[src/verilog/m6502_pkg.sv]
// --------------------------------------------------
// Shared widths, flag positions and enums of the
// 6502 core, referenced as m6502_pkg::name
// --------------------------------------------------
package m6502_pkg;

   typedef logic [15:0] addr_t;
   typedef logic [7:0]  byte_t;
   typedef logic [3:0]  flags_t;  // N, V, Z, C

   // Bit positions inside flags_t
   localparam int FLAG_N = 3;
   localparam int FLAG_V = 2;
   localparam int FLAG_Z = 1;
   localparam int FLAG_C = 0;

   localparam addr_t RESET_VECTOR_DEF = 16'hFFFC;  // Low byte of reset vector

   typedef enum logic [3:0] {
      NOP,
      ORA,
      AND,
      EOR,
      ADC,
      SBC,
      LD,
      CMP,
      ST,
      BRANCH
   } cpu_op_e;

   typedef enum logic [2:0] {
      NONE,
      IMM,
      ZP,
      ABS,
      REL
   } addr_mode_e;

   typedef enum logic [2:0] {
      SEQ_VECTOR,
      SEQ_FETCH,
      SEQ_OPERAND,
      SEQ_EXECUTE,
      SEQ_NEXT
   } seq_state_e;

   typedef enum logic [2:0] {
      BUS_IDLE,
      BUS_VEC_LO,
      BUS_VEC_HI,
      BUS_FETCH,
      BUS_OPND,
      BUS_ADDR_HI,
      BUS_DATA
   } bus_state_e;

endpackage

[src/verilog/m6502_alu.sv]
// --------------------------------------------------
// Accumulator, N/V/Z/C flags and the arithmetic and
// logic unit. Updates on the edge after alu_go_i.
// --------------------------------------------------
module m6502_alu (
   input  logic               clk,
   input  logic               reset_n,
   input  logic               alu_go_i,
   input  m6502_pkg::cpu_op_e alu_op_i,
   input  m6502_pkg::byte_t   alu_operand_i,
   output m6502_pkg::byte_t   acc_o,
   output m6502_pkg::flags_t  flags_o
);

   m6502_pkg::byte_t b;
   m6502_pkg::byte_t logic_res;
   logic             carry_in;
   logic [8:0]       sum;
   logic             ovf;

   // SBC and CMP add the inverted operand
   assign b        = (alu_op_i == m6502_pkg::ADC) ? alu_operand_i : ~alu_operand_i;
   assign carry_in = (alu_op_i == m6502_pkg::CMP) ? 1'b1 : flags_o[m6502_pkg::FLAG_C];
   assign sum      = {1'b0, acc_o} + {1'b0, b} + {8'd0, carry_in};
   assign ovf      = (acc_o[7] == b[7]) && (sum[7] != acc_o[7]);

   always_comb
   begin
      case (alu_op_i)
         m6502_pkg::ORA: logic_res = acc_o | alu_operand_i;
         m6502_pkg::AND: logic_res = acc_o & alu_operand_i;
         m6502_pkg::EOR: logic_res = acc_o ^ alu_operand_i;
         default:        logic_res = alu_operand_i;  // LDA
      endcase
   end

   always_ff @(posedge clk)
   begin
      if (!reset_n)
      begin
         acc_o   <= 8'h00;
         flags_o <= 4'h0;
      end
      else if (alu_go_i)
      begin
         case (alu_op_i)
            m6502_pkg::ORA, m6502_pkg::AND, m6502_pkg::EOR, m6502_pkg::LD:
            begin
               acc_o                      <= logic_res;
               flags_o[m6502_pkg::FLAG_N] <= logic_res[7];
               flags_o[m6502_pkg::FLAG_Z] <= (logic_res == 8'h00);
            end
            m6502_pkg::ADC, m6502_pkg::SBC:
            begin
               acc_o                      <= sum[7:0];
               flags_o[m6502_pkg::FLAG_N] <= sum[7];
               flags_o[m6502_pkg::FLAG_V] <= ovf;
               flags_o[m6502_pkg::FLAG_Z] <= (sum[7:0] == 8'h00);
               flags_o[m6502_pkg::FLAG_C] <= sum[8];
            end
            m6502_pkg::CMP:
            begin
               flags_o[m6502_pkg::FLAG_N] <= sum[7];
               flags_o[m6502_pkg::FLAG_Z] <= (sum[7:0] == 8'h00);
               flags_o[m6502_pkg::FLAG_C] <= sum[8];  // A >= operand
            end
            default:
               ;
         endcase
      end
   end

endmodule

[src/verilog/m6502_bus_ctrl.sv]
// --------------------------------------------------
// Memory port controller. Runs vector, fetch and
// operand accesses, holding each until ready_i.
// --------------------------------------------------
module m6502_bus_ctrl #(
   parameter m6502_pkg::addr_t RESET_VECTOR = m6502_pkg::RESET_VECTOR_DEF
) (
   input  logic                  clk,
   input  logic                  reset_n,
   input  logic                  vec_start_i,
   output logic                  vec_done_o,
   output m6502_pkg::addr_t      vec_addr_o,
   input  logic                  fetch_start_i,
   input  m6502_pkg::addr_t      fetch_addr_i,
   output logic                  fetch_done_o,
   output m6502_pkg::byte_t      fetch_data_o,
   input  logic                  opnd_start_i,
   input  m6502_pkg::addr_mode_e opnd_mode_i,
   input  m6502_pkg::addr_t      opnd_pc_i,
   input  logic                  opnd_store_i,
   output logic                  opnd_done_o,
   output m6502_pkg::byte_t      opnd_data_o,
   input  m6502_pkg::byte_t      store_data_i,
   output m6502_pkg::addr_t      addr_o,
   input  m6502_pkg::byte_t      rd_data_i,
   output m6502_pkg::byte_t      wr_data_o,
   output logic                  wr_en_o,
   output logic                  rd_req_o,
   input  logic                  ready_i
);

   m6502_pkg::bus_state_e state_q;
   m6502_pkg::addr_mode_e mode_q;
   m6502_pkg::byte_t      lo_q;    // Address low byte
   m6502_pkg::byte_t      data_q;  // Last byte read
   logic                  store_q;

   assign vec_addr_o   = {data_q, lo_q};
   assign fetch_data_o = data_q;
   assign opnd_data_o  = data_q;

   always_ff @(posedge clk)
   begin
      vec_done_o   <= 1'b0;
      fetch_done_o <= 1'b0;
      opnd_done_o  <= 1'b0;
      if (!reset_n)
      begin
         state_q  <= m6502_pkg::BUS_IDLE;
         rd_req_o <= 1'b0;
         wr_en_o  <= 1'b0;
      end
      else if (state_q == m6502_pkg::BUS_IDLE)
      begin
         if (vec_start_i)
         begin
            addr_o   <= RESET_VECTOR;
            rd_req_o <= 1'b1;
            state_q  <= m6502_pkg::BUS_VEC_LO;
         end
         else if (fetch_start_i)
         begin
            addr_o   <= fetch_addr_i;
            rd_req_o <= 1'b1;
            state_q  <= m6502_pkg::BUS_FETCH;
         end
         else if (opnd_start_i)
         begin
            addr_o    <= opnd_pc_i;
            rd_req_o  <= 1'b1;
            mode_q    <= opnd_mode_i;
            store_q   <= opnd_store_i;
            wr_data_o <= store_data_i;
            state_q   <= m6502_pkg::BUS_OPND;
         end
      end
      else if (!rd_req_o && !wr_en_o)
      begin
         // Idle cycle is over, present the next access
         if (state_q == m6502_pkg::BUS_DATA && store_q)
            wr_en_o <= 1'b1;
         else
            rd_req_o <= 1'b1;
      end
      else if (ready_i)
      begin
         rd_req_o <= 1'b0;
         wr_en_o  <= 1'b0;
         case (state_q)
            m6502_pkg::BUS_VEC_LO:
            begin
               lo_q    <= rd_data_i;
               addr_o  <= addr_o + 16'd1;
               state_q <= m6502_pkg::BUS_VEC_HI;
            end
            m6502_pkg::BUS_OPND:
               if (mode_q == m6502_pkg::ZP)
               begin
                  addr_o  <= {8'h00, rd_data_i};
                  state_q <= m6502_pkg::BUS_DATA;
               end
               else if (mode_q == m6502_pkg::ABS)
               begin
                  lo_q    <= rd_data_i;
                  addr_o  <= addr_o + 16'd1;
                  state_q <= m6502_pkg::BUS_ADDR_HI;
               end
               else
               begin
                  data_q      <= rd_data_i;  // IMM and REL
                  opnd_done_o <= 1'b1;
                  state_q     <= m6502_pkg::BUS_IDLE;
               end
            m6502_pkg::BUS_ADDR_HI:
            begin
               addr_o  <= {rd_data_i, lo_q};
               state_q <= m6502_pkg::BUS_DATA;
            end
            default:
            begin
               // Final access of VEC_HI, FETCH or DATA
               data_q       <= rd_data_i;
               vec_done_o   <= (state_q == m6502_pkg::BUS_VEC_HI);
               fetch_done_o <= (state_q == m6502_pkg::BUS_FETCH);
               opnd_done_o  <= (state_q == m6502_pkg::BUS_DATA);
               state_q      <= m6502_pkg::BUS_IDLE;
            end
         endcase
      end
   end

endmodule

[src/verilog/m6502_cpu.sv]
// --------------------------------------------------
// 6502-style core top level. Connect the memory port
// and set RESET_VECTOR to place the reset vector.
// --------------------------------------------------
module m6502_cpu #(
   parameter m6502_pkg::addr_t RESET_VECTOR = m6502_pkg::RESET_VECTOR_DEF
) (
   input  logic             clk,
   input  logic             reset_n,
   output m6502_pkg::addr_t addr_o,
   input  m6502_pkg::byte_t rd_data_i,
   output m6502_pkg::byte_t wr_data_o,
   output logic             wr_en_o,
   output logic             rd_req_o,
   input  logic             ready_i
);

   logic                  vec_start;
   logic                  vec_done;
   m6502_pkg::addr_t      vec_addr;
   logic                  fetch_start;
   m6502_pkg::addr_t      fetch_addr;
   logic                  fetch_done;
   m6502_pkg::byte_t      fetch_data;
   m6502_pkg::byte_t      opcode;
   m6502_pkg::cpu_op_e    dec_op;
   m6502_pkg::addr_mode_e dec_mode;
   logic [1:0]            dec_len;
   logic                  opnd_start;
   m6502_pkg::addr_mode_e opnd_mode;
   m6502_pkg::addr_t      opnd_pc;
   logic                  opnd_store;
   logic                  opnd_done;
   m6502_pkg::byte_t      opnd_data;
   logic                  alu_go;
   m6502_pkg::cpu_op_e    alu_op;
   m6502_pkg::byte_t      alu_operand;
   m6502_pkg::byte_t      acc;
   m6502_pkg::flags_t     flags;

   m6502_sequencer u_sequencer (
      .clk           (clk),
      .reset_n       (reset_n),
      .vec_start_o   (vec_start),
      .vec_done_i    (vec_done),
      .vec_addr_i    (vec_addr),
      .fetch_start_o (fetch_start),
      .fetch_addr_o  (fetch_addr),
      .fetch_done_i  (fetch_done),
      .fetch_data_i  (fetch_data),
      .opcode_o      (opcode),
      .dec_op_i      (dec_op),
      .dec_mode_i    (dec_mode),
      .dec_len_i     (dec_len),
      .opnd_start_o  (opnd_start),
      .opnd_mode_o   (opnd_mode),
      .opnd_pc_o     (opnd_pc),
      .opnd_store_o  (opnd_store),
      .opnd_done_i   (opnd_done),
      .opnd_data_i   (opnd_data),
      .alu_go_o      (alu_go),
      .alu_op_o      (alu_op),
      .alu_operand_o (alu_operand),
      .flags_i       (flags)
   );

   m6502_decoder u_decoder (
      .opcode_i (opcode),
      .op_o     (dec_op),
      .mode_o   (dec_mode),
      .len_o    (dec_len)
   );

   m6502_bus_ctrl #(
      .RESET_VECTOR (RESET_VECTOR)
   ) u_bus_ctrl (
      .clk           (clk),
      .reset_n       (reset_n),
      .vec_start_i   (vec_start),
      .vec_done_o    (vec_done),
      .vec_addr_o    (vec_addr),
      .fetch_start_i (fetch_start),
      .fetch_addr_i  (fetch_addr),
      .fetch_done_o  (fetch_done),
      .fetch_data_o  (fetch_data),
      .opnd_start_i  (opnd_start),
      .opnd_mode_i   (opnd_mode),
      .opnd_pc_i     (opnd_pc),
      .opnd_store_i  (opnd_store),
      .opnd_done_o   (opnd_done),
      .opnd_data_o   (opnd_data),
      .store_data_i  (acc),  // STA writes the accumulator
      .addr_o        (addr_o),
      .rd_data_i     (rd_data_i),
      .wr_data_o     (wr_data_o),
      .wr_en_o       (wr_en_o),
      .rd_req_o      (rd_req_o),
      .ready_i       (ready_i)
   );

   m6502_alu u_alu (
      .clk           (clk),
      .reset_n       (reset_n),
      .alu_go_i      (alu_go),
      .alu_op_i      (alu_op),
      .alu_operand_i (alu_operand),
      .acc_o         (acc),
      .flags_o       (flags)
   );

endmodule

[src/verilog/m6502_decoder.sv]
// --------------------------------------------------
// Opcode decode into operation, addressing mode and
// instruction length. Purely combinational.
// --------------------------------------------------
module m6502_decoder (
   input  m6502_pkg::byte_t      opcode_i,
   output m6502_pkg::cpu_op_e    op_o,
   output m6502_pkg::addr_mode_e mode_o,
   output logic [1:0]            len_o
);

   logic [2:0] aaa;
   logic [2:0] bbb;
   logic [1:0] cc;

   assign aaa = opcode_i[7:5];
   assign bbb = opcode_i[4:2];
   assign cc  = opcode_i[1:0];

   always_comb
   begin
      op_o   = m6502_pkg::NOP;
      mode_o = m6502_pkg::NONE;
      if (cc == 2'b01)  // Group one
      begin
         case (bbb)
            3'b001:  mode_o = m6502_pkg::ZP;
            3'b010:  mode_o = m6502_pkg::IMM;
            3'b011:  mode_o = m6502_pkg::ABS;
            default: mode_o = m6502_pkg::NONE;
         endcase
         case (aaa)
            3'b000:  op_o = m6502_pkg::ORA;
            3'b001:  op_o = m6502_pkg::AND;
            3'b010:  op_o = m6502_pkg::EOR;
            3'b011:  op_o = m6502_pkg::ADC;
            3'b100:  op_o = m6502_pkg::ST;
            3'b101:  op_o = m6502_pkg::LD;
            3'b110:  op_o = m6502_pkg::CMP;
            default: op_o = m6502_pkg::SBC;
         endcase
         // STA immediate has no target
         if (mode_o == m6502_pkg::NONE ||
             (op_o == m6502_pkg::ST && mode_o == m6502_pkg::IMM))
         begin
            op_o   = m6502_pkg::NOP;
            mode_o = m6502_pkg::NONE;
         end
      end
      else if (cc == 2'b00 && bbb == 3'b100)  // Branch column
      begin
         op_o   = m6502_pkg::BRANCH;
         mode_o = m6502_pkg::REL;
      end
   end

   always_comb
   begin
      case (mode_o)
         m6502_pkg::NONE: len_o = 2'd1;
         m6502_pkg::ABS:  len_o = 2'd3;
         default:         len_o = 2'd2;
      endcase
   end

endmodule

[src/verilog/m6502_sequencer.sv]
// --------------------------------------------------
// Instruction sequencer: PC, instruction register,
// bus phase requests, ALU hand-off and branch logic
// --------------------------------------------------
module m6502_sequencer (
   input  logic                  clk,
   input  logic                  reset_n,
   output logic                  vec_start_o,
   input  logic                  vec_done_i,
   input  m6502_pkg::addr_t      vec_addr_i,
   output logic                  fetch_start_o,
   output m6502_pkg::addr_t      fetch_addr_o,
   input  logic                  fetch_done_i,
   input  m6502_pkg::byte_t      fetch_data_i,
   output m6502_pkg::byte_t      opcode_o,
   input  m6502_pkg::cpu_op_e    dec_op_i,
   input  m6502_pkg::addr_mode_e dec_mode_i,
   input  logic [1:0]            dec_len_i,
   output logic                  opnd_start_o,
   output m6502_pkg::addr_mode_e opnd_mode_o,
   output m6502_pkg::addr_t      opnd_pc_o,
   output logic                  opnd_store_o,
   input  logic                  opnd_done_i,
   input  m6502_pkg::byte_t      opnd_data_i,
   output logic                  alu_go_o,
   output m6502_pkg::cpu_op_e    alu_op_o,
   output m6502_pkg::byte_t      alu_operand_o,
   input  m6502_pkg::flags_t     flags_i
);

   m6502_pkg::seq_state_e state_q;
   m6502_pkg::addr_t      pc_q;
   m6502_pkg::addr_t      pc_next;
   m6502_pkg::addr_t      offset;
   m6502_pkg::byte_t      ir_q;
   m6502_pkg::byte_t      operand_q;
   logic                  flag_sel;
   logic                  take;

   // Decode the arriving opcode so the operand request leaves on the same edge
   assign opcode_o = (state_q == m6502_pkg::SEQ_FETCH && fetch_done_i) ?
                     fetch_data_i : ir_q;

   assign fetch_addr_o  = pc_q;
   assign opnd_pc_o     = pc_q + 16'd1;
   assign opnd_mode_o   = dec_mode_i;
   assign opnd_store_o  = (dec_op_i == m6502_pkg::ST);
   assign alu_op_o      = dec_op_i;
   assign alu_operand_o = operand_q;
   assign pc_next       = pc_q + {14'd0, dec_len_i};

   // Opcode bits 7:6 pick the flag, bit 5 the value that takes the branch
   always_comb
   begin
      case (ir_q[7:6])
         2'b00:   flag_sel = flags_i[m6502_pkg::FLAG_N];
         2'b01:   flag_sel = flags_i[m6502_pkg::FLAG_V];
         2'b10:   flag_sel = flags_i[m6502_pkg::FLAG_C];
         default: flag_sel = flags_i[m6502_pkg::FLAG_Z];
      endcase
   end

   assign take   = (flag_sel == ir_q[5]);
   assign offset = take ? {{8{opnd_data_i[7]}}, opnd_data_i} : 16'd0;

   always_ff @(posedge clk)
   begin
      vec_start_o   <= 1'b0;
      fetch_start_o <= 1'b0;
      opnd_start_o  <= 1'b0;
      alu_go_o      <= 1'b0;
      if (!reset_n)
      begin
         state_q     <= m6502_pkg::SEQ_VECTOR;
         vec_start_o <= 1'b1;  // Vector read goes out as reset releases
      end
      else
      begin
         case (state_q)
            m6502_pkg::SEQ_VECTOR:
               if (vec_done_i)
               begin
                  pc_q    <= vec_addr_i;
                  state_q <= m6502_pkg::SEQ_NEXT;
               end
            m6502_pkg::SEQ_FETCH:
               if (fetch_done_i)
               begin
                  ir_q <= fetch_data_i;
                  if (dec_mode_i == m6502_pkg::NONE)
                  begin
                     pc_q    <= pc_next;  // One-byte no-op
                     state_q <= m6502_pkg::SEQ_NEXT;
                  end
                  else
                  begin
                     opnd_start_o <= 1'b1;
                     state_q      <= m6502_pkg::SEQ_OPERAND;
                  end
               end
            m6502_pkg::SEQ_OPERAND:
               if (opnd_done_i)
               begin
                  operand_q <= opnd_data_i;
                  if (dec_op_i == m6502_pkg::BRANCH)
                  begin
                     pc_q    <= pc_next + offset;
                     state_q <= m6502_pkg::SEQ_NEXT;
                  end
                  else
                  begin
                     pc_q     <= pc_next;
                     alu_go_o <= 1'b1;
                     state_q  <= m6502_pkg::SEQ_EXECUTE;
                  end
               end
            default:
            begin
               // ALU writes back during EXECUTE while the next fetch is requested
               fetch_start_o <= 1'b1;
               state_q       <= m6502_pkg::SEQ_FETCH;
            end
         endcase
      end
   end

endmodule
[config.mk]
export PLATFORM = sky130hd
export DESIGN_NAME = m6502_cpu
export DESIGN_NICKNAME = d
export VERILOG_FILES = /design/src/verilog/m6502_pkg.sv /design/src/verilog/m6502_alu.sv /design/src/verilog/m6502_bus_ctrl.sv /design/src/verilog/m6502_cpu.sv /design/src/verilog/m6502_decoder.sv /design/src/verilog/m6502_sequencer.sv
export SDC_FILE = /design/constraint.sdc
export NUM_CORES = 1
export LEC_CHECK = 0
export BUFFER_PORTS_ARGS = -buffer_cell sky130_fd_sc_hd__buf_2
export CAP_MARGIN = 15
export CORE_MARGIN = 10
export CORE_UTILIZATION = 45
export CTS_CLUSTER_DIAMETER = 80
export CTS_CLUSTER_SIZE = 25
export DETAILED_ROUTE_END_ITERATION = 12
export GPL_TIMING_DRIVEN = 0
export MAX_ROUTING_LAYER = met4
export PLACE_DENSITY = 0.67
export SLEW_MARGIN = 20
export SYNTH_ARGS = -nofsm -noshare
export SYNTH_HDL_FRONTEND = slang
export SYNTH_HIERARCHICAL = 1
export SYNTH_SLANG_ARGS = --single-unit
export TNS_END_PERCENT = 10
[constraint.sdc]
create_clock -name clk -period 15.05 [get_ports clk]
set_input_delay 4.515 -clock clk [delete_from_list [all_inputs] [get_ports clk]]
set_output_delay 4.515 -clock clk [all_outputs]
set_load 0.02 [all_outputs]
==> results of run 1 <==
==> worst register-to-register path, cell delays in order (launching register included) <==
cell and delay (ns):
dfxtp_1 0.31, clkbuf_1 0.30, nand2b_1 0.19, nor3b_2 0.62, mux2_2 0.47, nor3b_1 0.31, o21ai_0 0.23, a21oi_1 0.22
buf_4 0.18, nor2b_1 0.28, nand2b_1 0.13, nor2_2 0.49, xnor2_1 0.17, fa_1 0.46, fa_1 0.42, nor2b_1 0.23
o31a_1 0.22, a21oi_1 0.08, nor4_1 0.32, nand2_1 0.09, o41ai_1 0.29
==> layer usage <==
| layer | part of all wire (%) | GRT usage [%] |
|---|---|---|
| met4 | 1.9 | 5.879 |
| met2 | 45 | 26.57 |
| met1 | 47 | 24.29 |
| met5 | 0 | - |
| met3 | 6.4 | 3.902 |
==> layout make-up <==
class	count	area, sq um
fillers	1585	8183
clock inverters	6	67.56
plain buffers	58	339.1
inverters	32	120.1
multi-input cells	626	4408
flip-flops and latches	103	2823
clock buffers	10	229.0
well taps	220	275.3
repair buffers	39	197.7
==> path summary, 6_finish.rpt <==
| kind | from | endpoint | slack [ns] | depth (start not counted) |
|---|---|---|---|---|
| worst max-delay path | u_sequencer/state_q[0] | u_alu/flags_o[1] | 8.96 | 20 |
| worst min-delay path | u_alu/flags_o[3] | u_alu/flags_o[3] | 0.48 | 2 |
| worst max register to register | u_sequencer/state_q[0] | u_alu/flags_o[1] | 8.96 | 20 |
| worst min register to register | u_alu/flags_o[3] | u_alu/flags_o[3] | 0.48 | 2 |
==> kinds of logic (layout without fill, tap and decap cells) <==
family | count (synthesis) | after routing | share of synthesized area, %
DFF | 103 | 103 | 36.82
buffers and inverters | 90 | 145 | 5.990
adders and majority gates | 46 | 46 | 7.899
xor gates and xnor gates | 67 | 67 | 8.144
AOI/OAI and AO/OA | 205 | 205 | 18.13
and+or+nand+nor | 283 | 283 | 19.26
muxes | 25 | 25 | 3.754
==> metrics by stage <==
stage | instances | setup slack [ns]
floorplan | 819 | 8.345
global placement | 1075 | 7.132
detailed placement | 1078 | 8.623
CTS | 1094 | 8.957
global route | 1094 | 8.513
finish | 1094 | 8.961
==> cell usage after synthesis, types with 5 or more instances <==
cell type | count | area [sq um]
o22ai_1 | 6 | 37.54
o211a_1 | 7 | 70.07
and2_1 | 5 | 31.28
nand3_1 | 27 | 135.1
o21ai_1 | 9 | 45.04
ha_1 | 42 | 525.5
or3_1 | 6 | 37.54
nand2b_1 | 9 | 56.30
a21o_1 | 10 | 75.07
a211oi_1 | 10 | 75.07
nor3b_1 | 7 | 52.55
mux2_2 | 10 | 112.6
a31oi_1 | 9 | 56.30
nor3_1 | 20 | 100.1
inv_1 | 32 | 120.1
buf_4 | 23 | 172.7
buf_2 | 15 | 75.07
nand4_1 | 8 | 50.05
a21oi_1 | 56 | 280.3
a221oi_1 | 7 | 61.31
nor2b_1 | 22 | 137.6
nor2_1 | 60 | 225.2
o221ai_1 | 5 | 43.79
nand2_1 | 73 | 274.0
xnor2_1 | 48 | 420.4
and2_2 | 7 | 52.55
o21ai_0 | 30 | 150.1
dfxtp_1 | 27 | 540.5
o21a_1 | 7 | 52.55
and3_1 | 7 | 43.79
a22oi_1 | 10 | 75.07
xor2_1 | 17 | 148.9
edfxtp_1 | 76 | 2282
clkbuf_1 | 15 | 56.30
mux2i_1 | 13 | 130.1
==> power by group through the flow <==
stage	clock [mW]	combinational, mW	sequential, mW
floorplan	0	0.0922	0.353
global placement	0	0.145	0.346
detailed placement	0	0.149	0.345
CTS	0.245	0.149	0.339
global route	0.256	0.164	0.342
finish	0.240	0.152	0.340
==> flip-flops by register name (all words and copies together) (netlist names) <==
signal / cells
u_sequencer/opnd_start_o: 1
u_bus_ctrl/fetch_data_o: 8
u_bus_ctrl/mode_q: 3
u_bus_ctrl/fetch_done_o: 1
u_sequencer/vec_start_o: 1
u_bus_ctrl/rd_req_o: 1
u_sequencer/fetch_addr_o: 16
u_bus_ctrl/store_q: 1
u_bus_ctrl/wr_en_o: 1
u_sequencer/alu_operand_o: 8
u_bus_ctrl/wr_data_o: 8
u_alu/flags_o: 4
u_alu/acc_o: 8
u_sequencer/ir_q: 8
u_bus_ctrl/state_q: 3
u_bus_ctrl/addr_o: 16
u_bus_ctrl/lo_q: 8
u_sequencer/alu_go_o: 1
u_bus_ctrl/vec_done_o: 1
u_sequencer/fetch_start_o: 1
u_sequencer/state_q: 3
u_bus_ctrl/opnd_done_o: 1
==> summary.md, run 1 <==
| Metric | Value |
|---|---|
| Slowest CP cell | `nor3b_2` |
| Hpwl dp | `15.24 mm` |
| Total power | `0.7308 mW` |
| Initial antenna violation count | `0` |
| MaxCap Viol Count | `0` |
| Core ar. | `16640 sq um` |
| Most frequent cells in the layout | `76 x edfxtp_1, 73 x nand2_1, 59 x nor2_1` |
| Clock sink count | `around 100` |
| Largest net degree at the start of global routing | `18` |
| Switching Share | `30.32%` |
| Commonest non-fill, non-tap cell in the layout | `edfxtp_1` |
| Setup TNS | `0 ns` |
| Diodes inserted | `0` |
| Starting Density | `a little under half` |
| Antenna-violating nets left | `0` |
| All-Layer GR Usage | `18.10%` |
| Max-slew headroom | `39.85%` |
| Die H | `roughly 150 um` |
| Worst Setup End Kind | `flop` |
| Synth-to-Final Area Change | `10.35%` |
| Ports | `37` |
| Final Wtd Congestion | `0.9410` |
| Synthesis Warnings | `6` |
| Setup crit start kind | `flop` |
| Critical path peak fanout | `9` |
| Max IR drop VDD | `0.00005973 V` |
| Pleak | `3.197 nW` |
| Hold buffer count at cts | `0` |
| WL per Instance | `18.13 um` |
| Max incr delay on CP | `~0.62 ns` |
| Post-CTS setup buffer count | `0` |
| Synth unique cells | `86` |
| Clock Path Buffers | `2` |
| Util after Layout | `50.83%` |
| Setup-failing EPs final | `0` |
| CP top delay family | `simple AND/OR/NAND/NOR gates` |
| Synth Instances | `819` |
| Nets | `926` |
| Post-synth EDFFs | `76` |
| Synth Net Count | `between 800 and 900` |
| CTS tree | `yes` |
| F_max | `between 150 and 200 MHz` |
| Crit path buf inv count | `2` |
| Commonest register cell after synthesis | `edfxtp_1` |
| Resize count post-CTS | `0` |
| Die X | `~150 um` |
| Average size of a mapped cell | `9.360 sq um` |
| Hold Vio Cnt, Final | `0` |
| CTS HTree Levels | `3` |
| Worst endpoint required time | `approximately 15 ns` |
| Seq pwr share | `46.5%` |
| Tcrit/Tclk final | `40.46%` |
| HP Class | `reg2reg` |
| Pre-antenna DRT Iters | `5` |
| Vias in the first global route | `between 6000 and 7000` |
| PortBufs | `36` |
| Status | `finished, final reports clean` |
| DRC Markers | `0` |
| Share of layout cells above drive strength 1 | `16.25%` |
| Comb power frac | `20.7%` |
| Fraction of registers with async set/reset | `0%` |
| Register area share after synthesis | `36.82%` |
| Die area | `between 20000 and 25000 sq um` |
| Mapped Area | `7666 sq um` |
| Post-route clock skew | `0.01167 ns` |
| Worst skew pair latency | `0.36 ns` |
| CP Cell Sequence | `clkbuf_1, nand2b_1, nor3b_2, mux2_2, nor3b_1, o21ai_0, a21oi_1, buf_4, nor2b_1, nand2b_1, nor2_2, xnor2_1, fa_1, fa_1, nor2b_1, o31a_1, a21oi_1, nor4_1, nand2_1, o41ai_1` |
| Grt total ovfl | `0` |
| Post-route minimum period | `6.089 ns` |
| Placed cell area | `a little over 8000 sq um` |
| Fin. max-slew vios | `0` |
| Worst-path clk slew | `0.07 ns` |
| CTS root buffer | `clkbuf_16` |
| Final instance area | `~8500 sq um` |
| Critical path class | `reg2reg` |
| Clock network power share | `32.8%` |
| Vias post-DR | `roughly 6400` |
| Seq cells post-synth | `103` |
| Psw | `0.2216 mW` |
| Hold Slack | `0.4751 ns` |
| RSZ-0062 raised after global routing | `no` |
| CTS Buf Count | `9` |
| First-pass GRT wire length | `31.91 mm` |
| Post-Route WL | `19.83 mm` |
| Power density over the cells | `86.39 nW/um^2` |
| Critical Path AT | `between 6 and 7 ns` |
| Row count | `47` |
| Worst-Margin Slew | `0.8953 ns` |
| DR iter-0 viols | `591` |
| Via-to-Cell Ratio | `~5.9` |
| Internal power | `0.5092 mW` |
(Power assumes the default switching activity.)
==> run 2: changes to the inputs <==
--- a/config.mk
+++ b/config.mk
@@ -14,7 +14,7 @@
 export DETAILED_ROUTE_END_ITERATION = 12
 export GPL_TIMING_DRIVEN = 0
 export MAX_ROUTING_LAYER = met4
-export PLACE_DENSITY = 0.67
+export PLACE_DENSITY = 0.69
 export SLEW_MARGIN = 20
 export SYNTH_ARGS = -nofsm -noshare
 export SYNTH_HDL_FRONTEND = slang
==> constraint.sdc (replaced) <==
create_clock -name clk -period 5.51 [get_ports clk]
set_input_delay 1.653 -clock clk [delete_from_list [all_inputs] [get_ports clk]]
set_output_delay 1.653 -clock clk [all_outputs]
set_load 0.02 [all_outputs]
==> run 2 against run 1 <==
- die area is the same
- sequential cell count is the same
- core utilization grew 0.78 points
- first-iteration DRC count shrank 5.6%
- critical path type unchanged
- critical endpoint is now u_sequencer/fetch_addr_o[15]
==> summary.md, run 2 (synthesis results as in run 1) <==
| Metric | Value |
|---|---|
| Die area | `22660 sq um` |
| Worst Setup End Kind | `flop` |
| Hold Vio Cnt, Final | `0` |
| CTS HTree Levels | `3` |
| Row count | `47` |
| Clock sink count | `~100` |
| Comb power frac | `a little over a fifth` |
| Internal power | `~1.4 mW` |
| CTS root buffer | `clkbuf_16` |
| Psw | `0.6057 mW` |
| Worst-path clk slew | `approximately 0.070 ns` |
| Largest net degree at the start of global routing | `18` |
| Max-slew headroom | `43.82%` |
| Initial antenna violation count | `0` |
| Grt total ovfl | `0` |
| Critical path class | `reg2reg` |
| HP Class | `reg2reg` |
| Switching Share | `30.61%` |
| CTS Buf Count | `9` |
| Worst endpoint required time | `about 5.6 ns` |
| Total power | `around 2 mW` |
| Final Wtd Congestion | `slightly above 0.9` |
| Critical path peak fanout | `8` |
| Starting Density | `46.06%` |
| Post-route clock skew | `roughly 0.02 ns` |
| Ports | `37` |
| Vias in the first global route | `5993` |
| Commonest non-fill, non-tap cell in the layout | `edfxtp_1` |
| Setup crit start kind | `flop` |
| All-Layer GR Usage | `between 15 and 20%` |
| Fin. max-slew vios | `0` |
| Max IR drop VDD | `~0.00016 V` |
| WL per Instance | `about 18 um` |
| CTS tree | `yes` |
| MaxCap Viol Count | `0` |
| Vias post-DR | `6510` |
| Diodes inserted | `0` |
| Clock network power share | `31.9%` |
| Critical Path AT | `roughly 5.4 ns` |
| DRC Markers | `0` |
| Most frequent cells in the layout | `76 x edfxtp_1, 73 x nand2_1, 58 x nor2_1` |
| Hpwl dp | `between 15 and 20 mm` |
| Via-to-Cell Ratio | `between 5 and 6` |
| DR iter-0 viols | `roughly 560` |
| Share of layout cells above drive strength 1 | `18.41%` |
| Core ar. | `roughly 17000 sq um` |
| Clock Path Buffers | `2` |
| F_max | `188.1 MHz` |
| Pre-antenna DRT Iters | `5` |
| Post-route minimum period | `5.317 ns` |
| Setup TNS | `0 ns` |
| Worst-Margin Slew | `0.8362 ns` |
| Non-Filler Instances | `1100` |
| Nets | `932` |
| Die X | `approximately 150 um` |
| Power density over the cells | `230.4 nW/um^2` |
| Worst skew pair latency | `0.37 ns` |
| Seq pwr share | `46.9%` |
| Placed cell area | `8163 sq um` |
| Die H | `150.5 um` |
| Synth-to-Final Area Change | `12.05%` |
| Final instance area | `8589 sq um` |
| Hold buffer count at cts | `0` |
| PortBufs | `36` |
| Setup-failing EPs final | `0` |
| Pleak | `3.256 nW` |
| Tcrit/Tclk final | `96.49%` |
| Placed Cells | `~1100` |
| Post-Route WL | `20.10 mm` |
| Antenna-violating nets left | `0` |
| First-pass GRT wire length | `31.84 mm` |
| Status | `finished, final reports clean` |
| Fillers | `1552` |
==> run 2: cell count changes in the layout (fill, tap and decap cells not counted), sizes merged <==
cell and change:
bufinv -1, clkinv -2, buf +7, clkinvlp +1, clkbuf +2, inv -1
==> run 2: timing repair <==
action | in CTS | in global routing
gates cloned | 0 | 0
gates resized for setup | 4 | 17
buffers inserted | 4 | 3
endpoints found under the setup margin | 14 | 12
pin swaps | 2 | 4
==> run 2: layer usage <==
metal,up-vias,wire length [um],global-route usage (%)
li1,3096,-,-
met1,3150,9196,24.90
met2,247,9229,26.68
met3,17,1453,3.391
met4,0,223,4.810
met5,-,0,-
==> run 2: path summary, 6_finish.rpt <==
check / cells past startpoint / from / endpoint / slack [ns]
max: 19 / u_sequencer/state_q[1] / u_sequencer/fetch_addr_o[15] / 0.19
min: 2 / u_alu/flags_o[3] / u_alu/flags_o[3] / 0.46
max reg2reg: 19 / u_sequencer/state_q[1] / u_sequencer/fetch_addr_o[15] / 0.19
min reg2reg: 2 / u_alu/flags_o[3] / u_alu/flags_o[3] / 0.46
==> run 2: area by class of cell <==
class                      count  area, sq um  area share [%]
multi-input combinational    626         4491           52.28
sequential                   103         2823           32.86
buffer                        56        332.8           3.875
tap                          220        275.3           3.205
clock buffer                  13        260.3           3.030
timing repair buffer          47        260.3           3.030
inverter                      32        120.1           1.398
clock inverter                 3        27.53          0.3205
==> run 2: power by group through the flow <==
stage	sequential (mW)	combinational, mW	clock (mW)
CTS	0.927	0.409	0.644
detailed placement	0.944	0.407	0
finish	0.928	0.420	0.631
global route	0.932	0.453	0.672
global placement	0.944	0.395	0
floorplan	0.965	0.252	0
==> run 2: critical path: stages (launching register included) <==
cell	delay [ns]
dfxtp_1	0.30
clkbuf_1	0.19
nand2b_4	0.21
nor3b_4	0.31
buf_4	0.17
mux2_2	0.38
or4b_4	0.60
a31o_1	0.24
ha_1	0.22
fa_2	0.39
nand3_1	0.13
xnor2_1	0.12
ha_1	0.38
a21o_1	0.20
o32a_1	0.20
o41ai_4	0.12
or2_2	0.38
o311ai_4	0.29
xnor2_1	0.16
o21ai_1	0.09
==> run 2: through the flow <==
step                hold WS (ns)  worst slack (ns)  util (%)
CTS                       0.4631           0.04304     51.08
floorplan                 0.4290            0.4483         -
detailed placement        0.4519           -0.4483     49.05
global route              0.5100          -0.03819     51.61
finish                    0.4611            0.1933     51.61
global placement          0.4425           -0.4562     48.80
